===== src/counter_pkg.sv =====
package counter_pkg;

    ////////////////////////////////////////////////////////////////////////////
    // tag word layout
    ////////////////////////////////////////////////////////////////////////////

    localparam int CHANNEL_WIDTH = 6;       // 64 input channels
    localparam int TIME_WIDTH    = 56;      // picoseconds
    localparam int TAG_WIDTH     = 64;      // kind + channel + time
    localparam int LOST_WIDTH    = 6;       // saturated lost-tag count in an overflow marker

    // kind codes, top two bits of every tag word
    localparam logic [1:0] TAG_KIND_EVENT    = 2'b01;
    localparam logic [1:0] TAG_KIND_OVERFLOW = 2'b10;

    ////////////////////////////////////////////////////////////////////////////
    // lanes and counts
    ////////////////////////////////////////////////////////////////////////////

    localparam int LANE_WIDTH = 6;
    localparam logic [LANE_WIDTH-1:0] LANE_INVALID = '1;  // channel not counted
    localparam int COUNT_WIDTH = 32;

    // one tag word, read either as a detector event or as an overflow marker
    // kind and stamp sit at the same bits in both views
    typedef union packed {
        struct packed {
            logic [1:0]               kind;
            logic [CHANNEL_WIDTH-1:0] channel;
            logic [TIME_WIDTH-1:0]    stamp;
        } evt;
        struct packed {
            logic [1:0]               kind;
            logic [LOST_WIDTH-1:0]    lost;     // tags dropped upstream
            logic [TIME_WIDTH-1:0]    stamp;
        } ovf;
    } tag_word_u;

endpackage


===== src/lane_counter.sv =====
`timescale 1ns/1ps

module lane_counter
    import counter_pkg::*;
#(
    parameter int WORD_WIDTH = 4,
    parameter int NUM_LANES  = 4
) (
    input  logic                              detector_i,
    input  logic                              rst_n_i,
    input  logic                              start_counting_i,
    input  logic [WORD_WIDTH*LANE_WIDTH-1:0]  slot_lane_i,
    input  logic [WORD_WIDTH-1:0]             slot_valid_i,
    input  logic [WORD_WIDTH-1:0]             slot_overflow_i,
    input  logic [WORD_WIDTH-1:0]             slot_new_window_i,
    input  logic                              word_valid_i,
    input  logic                              close_i,
    input  logic [TIME_WIDTH-1:0]             closed_index_i,
    output logic [NUM_LANES*COUNT_WIDTH-1:0]  count_data_o,
    output logic [TIME_WIDTH-1:0]             window_index_o,
    output logic                              overflow_o,
    output logic                              count_valid_o
);

    localparam int SLOT_CNT_W = $clog2(WORD_WIDTH + 1);  // holds 0..WORD_WIDTH

    logic [SLOT_CNT_W-1:0]  pre_d   [NUM_LANES];  // before the split
    logic [SLOT_CNT_W-1:0]  post_d  [NUM_LANES];  // after the split
    logic [SLOT_CNT_W-1:0]  pre_q   [NUM_LANES];
    logic [SLOT_CNT_W-1:0]  post_q  [NUM_LANES];
    logic                   ovf_pre_d;
    logic                   ovf_post_d;
    logic                   ovf_pre_q;
    logic                   ovf_post_q;
    logic                   stage_valid_q;
    logic                   close_q;
    logic [TIME_WIDTH-1:0]  closed_index_q;
    logic [COUNT_WIDTH-1:0] acc     [NUM_LANES];  // open window totals
    logic                   ovf_acc;

    function automatic logic [COUNT_WIDTH-1:0] sat_add(
        input logic [COUNT_WIDTH-1:0] a,
        input logic [SLOT_CNT_W-1:0]  b
    );
        logic [COUNT_WIDTH:0] sum;
        sum = {1'b0, a} + b;
        return sum[COUNT_WIDTH] ? '1 : sum[COUNT_WIDTH-1:0];  // stick at all ones
    endfunction

    ////////////////////////////////////////////////////////////////////////////
    // stage 1: split counts of one word
    ////////////////////////////////////////////////////////////////////////////

    always_comb begin : p_split_count
        logic [LANE_WIDTH-1:0] lane;
        ovf_pre_d  = 1'b0;
        ovf_post_d = 1'b0;
        for (int l = 0; l < NUM_LANES; l++) begin
            pre_d[l]  = '0;
            post_d[l] = '0;
        end
        for (int s = 0; s < WORD_WIDTH; s++) begin
            lane = slot_lane_i[s*LANE_WIDTH +: LANE_WIDTH];
            if (slot_valid_i[s] && slot_overflow_i[s]) begin
                if (slot_new_window_i[s]) ovf_post_d = 1'b1;
                else                      ovf_pre_d  = 1'b1;
            end else if (slot_valid_i[s]) begin
                for (int l = 0; l < NUM_LANES; l++) begin
                    if (lane == LANE_WIDTH'(l)) begin
                        if (slot_new_window_i[s]) post_d[l] = post_d[l] + 1'b1;
                        else                      pre_d[l]  = pre_d[l] + 1'b1;
                    end
                end
            end
        end
    end

    always_ff @(posedge detector_i) begin
        if (!rst_n_i || !start_counting_i) begin
            stage_valid_q <= 1'b0;
            close_q       <= 1'b0;
        end else begin
            stage_valid_q <= word_valid_i;
            close_q       <= word_valid_i && close_i;
        end
    end

    always_ff @(posedge detector_i) begin
        pre_q          <= pre_d;
        post_q         <= post_d;
        ovf_pre_q      <= ovf_pre_d;
        ovf_post_q     <= ovf_post_d;
        closed_index_q <= closed_index_i;
    end

    ////////////////////////////////////////////////////////////////////////////
    // stage 2: accumulate and emit
    ////////////////////////////////////////////////////////////////////////////

    always_ff @(posedge detector_i) begin
        if (!rst_n_i) begin
            count_data_o   <= '0;
            window_index_o <= '0;
            overflow_o     <= 1'b0;
            count_valid_o  <= 1'b0;
            ovf_acc        <= 1'b0;
            for (int l = 0; l < NUM_LANES; l++) acc[l] <= '0;
        end else if (!start_counting_i) begin  // open window thrown away, no output
            count_valid_o <= 1'b0;
            ovf_acc       <= 1'b0;
            for (int l = 0; l < NUM_LANES; l++) acc[l] <= '0;
        end else begin
            count_valid_o <= 1'b0;
            if (stage_valid_q && close_q) begin
                for (int l = 0; l < NUM_LANES; l++) begin
                    count_data_o[l*COUNT_WIDTH +: COUNT_WIDTH] <= sat_add(acc[l], pre_q[l]);
                    acc[l] <= COUNT_WIDTH'(post_q[l]);  // later tags open the next window
                end
                overflow_o     <= ovf_acc | ovf_pre_q;
                ovf_acc        <= ovf_post_q;
                window_index_o <= closed_index_q;
                count_valid_o  <= 1'b1;
            end else if (stage_valid_q) begin
                for (int l = 0; l < NUM_LANES; l++) acc[l] <= sat_add(acc[l], pre_q[l]);
                ovf_acc <= ovf_acc | ovf_pre_q;
            end
        end
    end

    // back to back results come from consecutive closing words, each one a later window
    a_result_index_rising : assert property (
        @(posedge detector_i) disable iff (!rst_n_i)
        count_valid_o |=> !count_valid_o || (window_index_o > $past(window_index_o))
    );

endmodule


===== src/tag_counter_top.sv =====
`timescale 1ns/1ps

module tag_counter_top
    import counter_pkg::*;
#(
    parameter int WORD_WIDTH = 4,
    parameter int NUM_LANES  = 4   // at most 63, the all-ones lane is reserved
) (
    input  logic                             detector_i,
    input  logic                             rst_n_i,
    input  logic [WORD_WIDTH*TAG_WIDTH-1:0]  tags_i,
    input  logic                             tags_valid_i,
    input  logic [WORD_WIDTH-1:0]            tag_slot_valid_i,
    input  logic                             start_counting_i,
    input  logic [5:0]                       window_log2_i,
    input  logic                             lut_we_i,
    input  logic [CHANNEL_WIDTH-1:0]         lut_addr_i,
    input  logic [LANE_WIDTH-1:0]            lut_lane_i,
    output logic [NUM_LANES*COUNT_WIDTH-1:0] count_data_o,
    output logic [TIME_WIDTH-1:0]            window_index_o,
    output logic                             overflow_o,
    output logic                             count_valid_o
);

    ////////////////////////////////////////////////////////////////////////////
    // mapper -> splitter
    ////////////////////////////////////////////////////////////////////////////

    logic [WORD_WIDTH*LANE_WIDTH-1:0] map_lane;
    logic [WORD_WIDTH-1:0]            map_valid;
    logic [WORD_WIDTH-1:0]            map_overflow;
    logic [WORD_WIDTH*TIME_WIDTH-1:0] map_time;
    logic                             map_word_valid;

    // splitter -> counter
    logic [WORD_WIDTH*LANE_WIDTH-1:0] spl_lane;
    logic [WORD_WIDTH-1:0]            spl_valid;
    logic [WORD_WIDTH-1:0]            spl_overflow;
    logic [WORD_WIDTH-1:0]            spl_new_window;
    logic                             spl_word_valid;
    logic                             spl_close;
    logic [TIME_WIDTH-1:0]            spl_closed_index;

    tag_lane_mapper #(
        .WORD_WIDTH(WORD_WIDTH),
        .NUM_LANES (NUM_LANES)
    ) i_mapper (
        .detector_i      (detector_i),
        .rst_n_i         (rst_n_i),
        .tags_i          (tags_i),
        .tags_valid_i    (tags_valid_i),
        .tag_slot_valid_i(tag_slot_valid_i),
        .start_counting_i(start_counting_i),
        .lut_we_i        (lut_we_i),
        .lut_addr_i      (lut_addr_i),
        .lut_lane_i      (lut_lane_i),
        .slot_lane_o     (map_lane),
        .slot_valid_o    (map_valid),
        .slot_overflow_o (map_overflow),
        .slot_time_o     (map_time),
        .word_valid_o    (map_word_valid)
    );

    window_splitter #(
        .WORD_WIDTH(WORD_WIDTH)
    ) i_splitter (
        .detector_i       (detector_i),
        .rst_n_i          (rst_n_i),
        .start_counting_i (start_counting_i),
        .window_log2_i    (window_log2_i),
        .slot_lane_i      (map_lane),
        .slot_valid_i     (map_valid),
        .slot_overflow_i  (map_overflow),
        .slot_time_i      (map_time),
        .word_valid_i     (map_word_valid),
        .slot_lane_o      (spl_lane),
        .slot_valid_o     (spl_valid),
        .slot_overflow_o  (spl_overflow),
        .slot_new_window_o(spl_new_window),
        .word_valid_o     (spl_word_valid),
        .close_o          (spl_close),
        .closed_index_o   (spl_closed_index)
    );

    lane_counter #(
        .WORD_WIDTH(WORD_WIDTH),
        .NUM_LANES (NUM_LANES)
    ) i_counter (
        .detector_i       (detector_i),
        .rst_n_i          (rst_n_i),
        .start_counting_i (start_counting_i),
        .slot_lane_i      (spl_lane),
        .slot_valid_i     (spl_valid),
        .slot_overflow_i  (spl_overflow),
        .slot_new_window_i(spl_new_window),
        .word_valid_i     (spl_word_valid),
        .close_i          (spl_close),
        .closed_index_i   (spl_closed_index),
        .count_data_o     (count_data_o),
        .window_index_o   (window_index_o),
        .overflow_o       (overflow_o),
        .count_valid_o    (count_valid_o)
    );

endmodule


===== src/tag_lane_mapper.sv =====
`timescale 1ns/1ps

module tag_lane_mapper
    import counter_pkg::*;
#(
    parameter int WORD_WIDTH = 4,
    parameter int NUM_LANES  = 4
) (
    input  logic                             detector_i,
    input  logic                             rst_n_i,
    input  logic [WORD_WIDTH*TAG_WIDTH-1:0]  tags_i,
    input  logic                             tags_valid_i,
    input  logic [WORD_WIDTH-1:0]            tag_slot_valid_i,
    input  logic                             start_counting_i,
    input  logic                             lut_we_i,
    input  logic [CHANNEL_WIDTH-1:0]         lut_addr_i,
    input  logic [LANE_WIDTH-1:0]            lut_lane_i,
    output logic [WORD_WIDTH*LANE_WIDTH-1:0] slot_lane_o,
    output logic [WORD_WIDTH-1:0]            slot_valid_o,
    output logic [WORD_WIDTH-1:0]            slot_overflow_o,
    output logic [WORD_WIDTH*TIME_WIDTH-1:0] slot_time_o,
    output logic                             word_valid_o
);

    localparam int LUT_DEPTH = 2**CHANNEL_WIDTH;

    logic [LANE_WIDTH-1:0] lut    [LUT_DEPTH];   // channel -> lane
    tag_word_u             tag_w  [WORD_WIDTH];  // decoded slots
    logic [LANE_WIDTH-1:0] lane_w [WORD_WIDTH];
    logic [WORD_WIDTH-1:0] ovf_w;                // slot is an overflow marker
    logic [WORD_WIDTH-1:0] keep_w;               // slot survives mapping

    ////////////////////////////////////////////////////////////////////////////
    // lookup table
    ////////////////////////////////////////////////////////////////////////////

    // write lands at the edge, so the next presented word already sees it
    always_ff @(posedge detector_i) begin
        if (!rst_n_i) begin
            for (int c = 0; c < LUT_DEPTH; c++) begin
                lut[c] <= LANE_INVALID;  // nothing counted after reset
            end
        end else if (lut_we_i) begin
            lut[lut_addr_i] <= lut_lane_i;
        end
    end

    ////////////////////////////////////////////////////////////////////////////
    // slot decode
    ////////////////////////////////////////////////////////////////////////////

    always_comb begin
        for (int s = 0; s < WORD_WIDTH; s++) begin
            tag_w[s]  = tags_i[s*TAG_WIDTH +: TAG_WIDTH];
            lane_w[s] = lut[tag_w[s].evt.channel];
            ovf_w[s]  = (tag_w[s].ovf.kind == TAG_KIND_OVERFLOW);
            // events need a real lane, markers pass as long as counting runs
            keep_w[s] = tags_valid_i && tag_slot_valid_i[s] && start_counting_i
                        && (ovf_w[s] || (tag_w[s].evt.kind == TAG_KIND_EVENT
                                         && lane_w[s] < LANE_WIDTH'(NUM_LANES)));
        end
    end

    // control
    always_ff @(posedge detector_i) begin
        if (!rst_n_i) begin
            slot_valid_o <= '0;
            word_valid_o <= 1'b0;
        end else begin
            slot_valid_o <= keep_w;
            word_valid_o <= tags_valid_i && start_counting_i;
        end
    end

    // payload, qualified by slot_valid_o downstream
    always_ff @(posedge detector_i) begin
        for (int s = 0; s < WORD_WIDTH; s++) begin
            slot_lane_o[s*LANE_WIDTH +: LANE_WIDTH] <= ovf_w[s] ? LANE_INVALID : lane_w[s];
            slot_time_o[s*TIME_WIDTH +: TIME_WIDTH] <= tag_w[s].evt.stamp;  // same bits in ovf view
        end
        slot_overflow_o <= ovf_w;
    end

    // LUT writes come from the register side and must name a known channel
    a_lut_write_in_range : assert property (
        @(posedge detector_i) disable iff (!rst_n_i)
        lut_we_i |-> !$isunknown(lut_addr_i)
    );

endmodule


===== src/window_splitter.sv =====
`timescale 1ns/1ps

module window_splitter
    import counter_pkg::*;
#(
    parameter int WORD_WIDTH = 4
) (
    input  logic                             detector_i,
    input  logic                             rst_n_i,
    input  logic                             start_counting_i,
    input  logic [5:0]                       window_log2_i,
    input  logic [WORD_WIDTH*LANE_WIDTH-1:0] slot_lane_i,
    input  logic [WORD_WIDTH-1:0]            slot_valid_i,
    input  logic [WORD_WIDTH-1:0]            slot_overflow_i,
    input  logic [WORD_WIDTH*TIME_WIDTH-1:0] slot_time_i,
    input  logic                             word_valid_i,
    output logic [WORD_WIDTH*LANE_WIDTH-1:0] slot_lane_o,
    output logic [WORD_WIDTH-1:0]            slot_valid_o,
    output logic [WORD_WIDTH-1:0]            slot_overflow_o,
    output logic [WORD_WIDTH-1:0]            slot_new_window_o,
    output logic                             word_valid_o,
    output logic                             close_o,
    output logic [TIME_WIDTH-1:0]            closed_index_o
);

    logic                  win_open;                 // a window is being counted
    logic [TIME_WIDTH-1:0] open_idx;                 // its index
    logic [TIME_WIDTH-1:0] slot_idx [WORD_WIDTH];
    logic [WORD_WIDTH-1:0] valid_w;
    logic                  any_valid;
    logic [TIME_WIDTH-1:0] first_idx;                // index of first valid slot
    logic [TIME_WIDTH-1:0] last_idx;                 // index of last valid slot
    logic [TIME_WIDTH-1:0] base_idx;                 // window the word is compared to
    logic [WORD_WIDTH-1:0] new_w;                    // slot belongs to a later window
    logic                  span_ok;

    ////////////////////////////////////////////////////////////////////////////
    // per-slot window index
    ////////////////////////////////////////////////////////////////////////////

    always_comb begin
        valid_w   = slot_valid_i & {WORD_WIDTH{word_valid_i}};
        any_valid = 1'b0;
        first_idx = '0;
        last_idx  = '0;
        for (int s = 0; s < WORD_WIDTH; s++) begin
            slot_idx[s] = slot_time_i[s*TIME_WIDTH +: TIME_WIDTH] >> window_log2_i;
            if (valid_w[s]) begin
                if (!any_valid) first_idx = slot_idx[s];
                last_idx  = slot_idx[s];  // tags are time ordered, so this is the max
                any_valid = 1'b1;
            end
        end
        // first tag after start opens its own window, closing nothing
        base_idx = win_open ? open_idx : first_idx;
        span_ok  = 1'b1;
        for (int s = 0; s < WORD_WIDTH; s++) begin
            new_w[s] = valid_w[s] && (slot_idx[s] > base_idx);
            if (valid_w[s] && slot_idx[s] != first_idx && slot_idx[s] != last_idx) begin
                span_ok = 1'b0;  // a third index inside one word
            end
        end
    end

    ////////////////////////////////////////////////////////////////////////////
    // open window tracking
    ////////////////////////////////////////////////////////////////////////////

    always_ff @(posedge detector_i) begin
        if (!rst_n_i || !start_counting_i) begin  // stop drops the open window
            win_open     <= 1'b0;
            open_idx     <= '0;
            slot_valid_o <= '0;
            word_valid_o <= 1'b0;
            close_o      <= 1'b0;
        end else begin
            slot_valid_o <= valid_w;
            word_valid_o <= word_valid_i;
            close_o      <= |new_w;
            if (any_valid) begin
                win_open <= 1'b1;
                open_idx <= last_idx;  // adopt the later window
            end
        end
    end

    always_ff @(posedge detector_i) begin
        slot_lane_o       <= slot_lane_i;
        slot_overflow_o   <= slot_overflow_i;
        slot_new_window_o <= new_w;
        closed_index_o    <= base_idx;
    end

    // upstream promise: one word never reaches past the next window
    a_word_two_windows : assert property (
        @(posedge detector_i) disable iff (!rst_n_i || !start_counting_i)
        word_valid_i |-> span_ok
    );

    // tag time only moves forward, word to word
    a_index_monotonic : assert property (
        @(posedge detector_i) disable iff (!rst_n_i || !start_counting_i)
        (word_valid_i && any_valid && win_open) |-> (first_idx >= open_idx)
    );

endmodule

===== config.mk =====
export PLATFORM = sky130hd
export DESIGN_NAME = tag_counter_top
export DESIGN_NICKNAME = d
export VERILOG_FILES = /design/src/counter_pkg.sv /design/src/lane_counter.sv /design/src/tag_counter_top.sv /design/src/tag_lane_mapper.sv /design/src/window_splitter.sv
export SDC_FILE = /design/constraint.sdc
export NUM_CORES = 2
export LEC_CHECK = 0
export ABC_CLOCK_PERIOD_IN_PS = 5500
export BUFFER_PORTS_ARGS = -buffer_cell sky130_fd_sc_hd__buf_2
export CAP_MARGIN = 10
export CORE_AREA = 2 2 335 420
export CTS_CLUSTER_DIAMETER = 120
export DETAILED_ROUTE_END_ITERATION = 6
export DIE_AREA = 0 0 337 422
export PLACE_DENSITY_LB_ADDON = 0.08
export SLEW_MARGIN = 30
export SYNTH_ARGS = -nofsm -noshare
export SYNTH_HDL_FRONTEND = slang
export SYNTH_SLANG_ARGS = --single-unit

===== constraint.sdc =====
create_clock -name detector_i -period 5.5 [get_ports detector_i]
set_input_delay 0.275 -clock detector_i [delete_from_list [all_inputs] [get_ports detector_i]]
set_output_delay 0.275 -clock detector_i [all_outputs]
set_load 0.1 [all_outputs]

==> results.md <==
* Highest-count cells in the layout ignoring fill and taps: buf_4, nand2_1, mux4_2, nor2_1, dfxtp_1
* Most common cell after layout, fill and taps aside: buf_4
* Gr usage total at 47.2%
* P_leak at just under 40 nW
* Starting DRT DRC Count at 10700
* Layout cell share with drive strength beyond 1 at 36.2%
* Latest clock arrival within the worst-skew pair at slightly above 0.8 ns
* Grt ovf at 0
* Pwr Density at between 200 and 300 nW/um^2
* # clock sinks at 1191
* Die H at 422 um
* Port bufs at 468
* Fmax at 183 MHz
* Crit Path Max Fanout at 3
* Violations in the final reports: design-rule violations
* First-pass GRT wire length at 490000 um
* Hold slack at 0.0837 ns
* Global placement routability congestion at ~1.1
* Core ar. at 138000 um^2
* Hold Path Class: in2reg
* Vias at 74800
* Count of different cell masters after synthesis at 97
* Post-Place Cells at 10400
* Critical path type: reg2reg
* Root buffer cell: clkbuf_16
* Post-synthesis cell count at 7375
* Setup violators final at 0
* Worst Path Arrival at 6.14 ns
* EDFF count, synth at 512
* Max_cap viols at 0
* Initial Util at 55.7%
* Final design utilization at 70.8%
* Die area at 142000 um^2
* Antenna Nets Post-Route at 0
* Area growth syn-to-layout at 27.2%
* Average wire per cell in the routed design at about 32 um
* Largest cells by area after synthesis: edfxtp_1, mux4_2, dfxtp_1
* Worst EP required at 6.19 ns
* Row count at 153
* Vias in the first global route at a little over 70000
* CP Capture Type: flip-flop
* DRT Wirelength at between 300000 and 400000 um
* Ys flop type: dfxtp_1
* Post-Syn Area at 77100 um^2
* CTS tree: built
* Final nets at 9389
* Sequential share of the synthesized area at 37.6%
* CTS H-Tree Depth at 3
* Post-synth top area share at 20.0%
* FFs w/ async S/R, synth at 0%
* Num CTS Buffers at ~120
* Sum Neg Setup Slack at 0 ns
* Startpoint Class: flip-flop
* Clock Skews at 0.0498 ns
* TritonRoute pass-1 iters at 7
* Final hold vios at 0
* Max-slew violation count at 0
* Fill cells at a little over 10000
* Leading area contributor after synthesis: edfxtp_1
* Outcome: complete, but fails checks
* Die width at between 300 and 400 um
* Avg Inst Size Synth at around 10 um^2
* Worst slew pin tran at ~1.1 ns
* Crit share post-route at 99.2%
* Hpwl dp at 247000 um
* Clock buffer depth at 3
* Yosys reg bits at 1191
* Synth warn at 0
* Design area at just under 100000 um^2
* Placed instance area at between 80000 and 90000 um^2
* Vias per cell at approximately 6.9
* Period minus WS final at between 5 and 6 ns
* Num ports at approximately 470
* Max VDD drop at approximately 0.00032 V
* Initial antenna violation count at 22
* DR DRC count at 26
* Post-synth net total at roughly 8000
* Worst-path clk slew at 0.07 ns
* Relative slew slack at 26.2%
* Largest net degree at the start of global routing at 97
* Finished Layout Cells at ~11000
## flip-flops by register name, summed over array words and instances, names as in the netlist, 4 cells and up
register,flops
i_counter.pre_q,12
i_splitter.closed_index_o,56
i_splitter.open_idx,56
i_mapper.slot_lane_o,24
i_counter.post_q,12
i_splitter.slot_lane_o,24
i_splitter.slot_new_window_o,4
i_splitter.slot_overflow_o,4
i_mapper.lut,384
i_counter.count_data_o,128
i_mapper.slot_valid_o,4
i_counter.closed_index_q,56
i_counter.acc,128
i_mapper.slot_overflow_o,4
i_splitter.slot_valid_o,4
i_counter.window_index_o,56
i_mapper.slot_time_o,224
## logic make-up (layout without fill, tap and decap cells)
kind of cell               after synthesis  count (layout)  share of synthesized area, %
and+or+nand+nor                       2364            2364                          14.5
xor gates and xnor gates               154             154                          1.75
DFF                                   1191            1191                          37.6
adders and majority gates              225             225                          3.67
AOI/OAI and AO/OA                     1570            1570                          13.1
muxes                                 1085            1085                          25.3
buffers and inverters                  786            2404                          4.16
other                                    0               6                             0
## per-stage QoR
stage	setup slack [ns]	power (mW)
2_1_floorplan	0.00101	12.8
3_3_place_gp	-1.03	15.7
3_5_place_dp	-1.06	15.8
4_1_cts	0.000745	24.3
5_1_grt	-0.111	25.4
6_report	0.0459	24.9
## metal layers
layer / GRT usage [%] / share of wire [%] / up-vias
li1: - / - / 31100
met1: 59.3 / 35 / 36000
met2: 70.7 / 43 / 6220
met3: 14.9 / 14 / 1459
met4: 29.2 / 8.2 / 26
met5: 0 / 0.055 / -
## layout make-up
class	instances	area [um^2]	share of cell area, %
Inverter	107	420	0.429
Sequential cell	1191	29100	29.6
Antenna cell	6	15.0	0.0153
Multi-Input combinational cell	5398	46200	47.2
Clock inverter	72	763	0.778
Timing Repair Buffer	2075	15900	16.2
Clock buffer	150	3370	3.43
Tap cell	1860	2330	2.37
## final timing paths
path                                                  start                             to  slack (ns)  depth (start not counted)
worst min-delay path                            tags_i[189]       i_mapper.slot_lane_o[17]        0.08                          3
worst max register to register     i_mapper.slot_time_o[89]             i_splitter.close_o        0.05                         26
worst min register to register  i_mapper.slot_overflow_o[0]  i_splitter.slot_overflow_o[0]        0.31                          0
worst max-delay path               i_mapper.slot_time_o[89]             i_splitter.close_o        0.05                         26
## cells in the mapped netlist (all sizes together), types with 82 or more instances
library cell and count:
dfxtp 679, o22ai 97, mux2i 266, nor2 643, a31oi 82, o21ai 281, or2 94, a21oi 516
edfxtp 512, mux4 670, inv 104, ha 213, clkbuf 482, nand3 131, or3 350, nand2 772
xnor2 87, buf 197, mux2 149
## worst max-delay path, stage by stage, from the launching register on
cell and delay (ns):
dfxtp_1 0.35, buf_4 0.16, mux4_2 0.58, mux2i_2 0.26, nand2_1 0.08, o21ai_0 0.28
nor2_1 0.12, nor2_1 0.13, o22ai_1 0.13, a22oi_1 0.24, a311oi_1 0.13, a21oi_1 0.25
ha_1 0.30, nand4_1 0.13, nor3_4 0.08, inv_4 0.06, nor3_2 0.03, buf_4 0.14
and3_4 0.18, a2111oi_4 0.38, buf_4 0.18, a31oi_4 0.09, o211ai_1 0.23, a2111oi_2 0.10
o31ai_1 0.33, a21oi_2 0.11, o41a_1 0.30
## power breakdown
group	switching [mW]	internal [mW]
Sequential	0.361	9.57
Clock	3.90	4.66
Combinational	3.54	2.90
## timing repair
action                                  4_1_cts  5_1_grt
hold endpoints to repair                    235        0
hold buffers                                242        0
buffers inserted                              2       34
endpoints found under the setup margin        5        5
pin swaps                                     5       84
gates cloned                                  0        0
gates resized for setup                      62      341
Note: power is estimated with default switching activity, not from simulation.
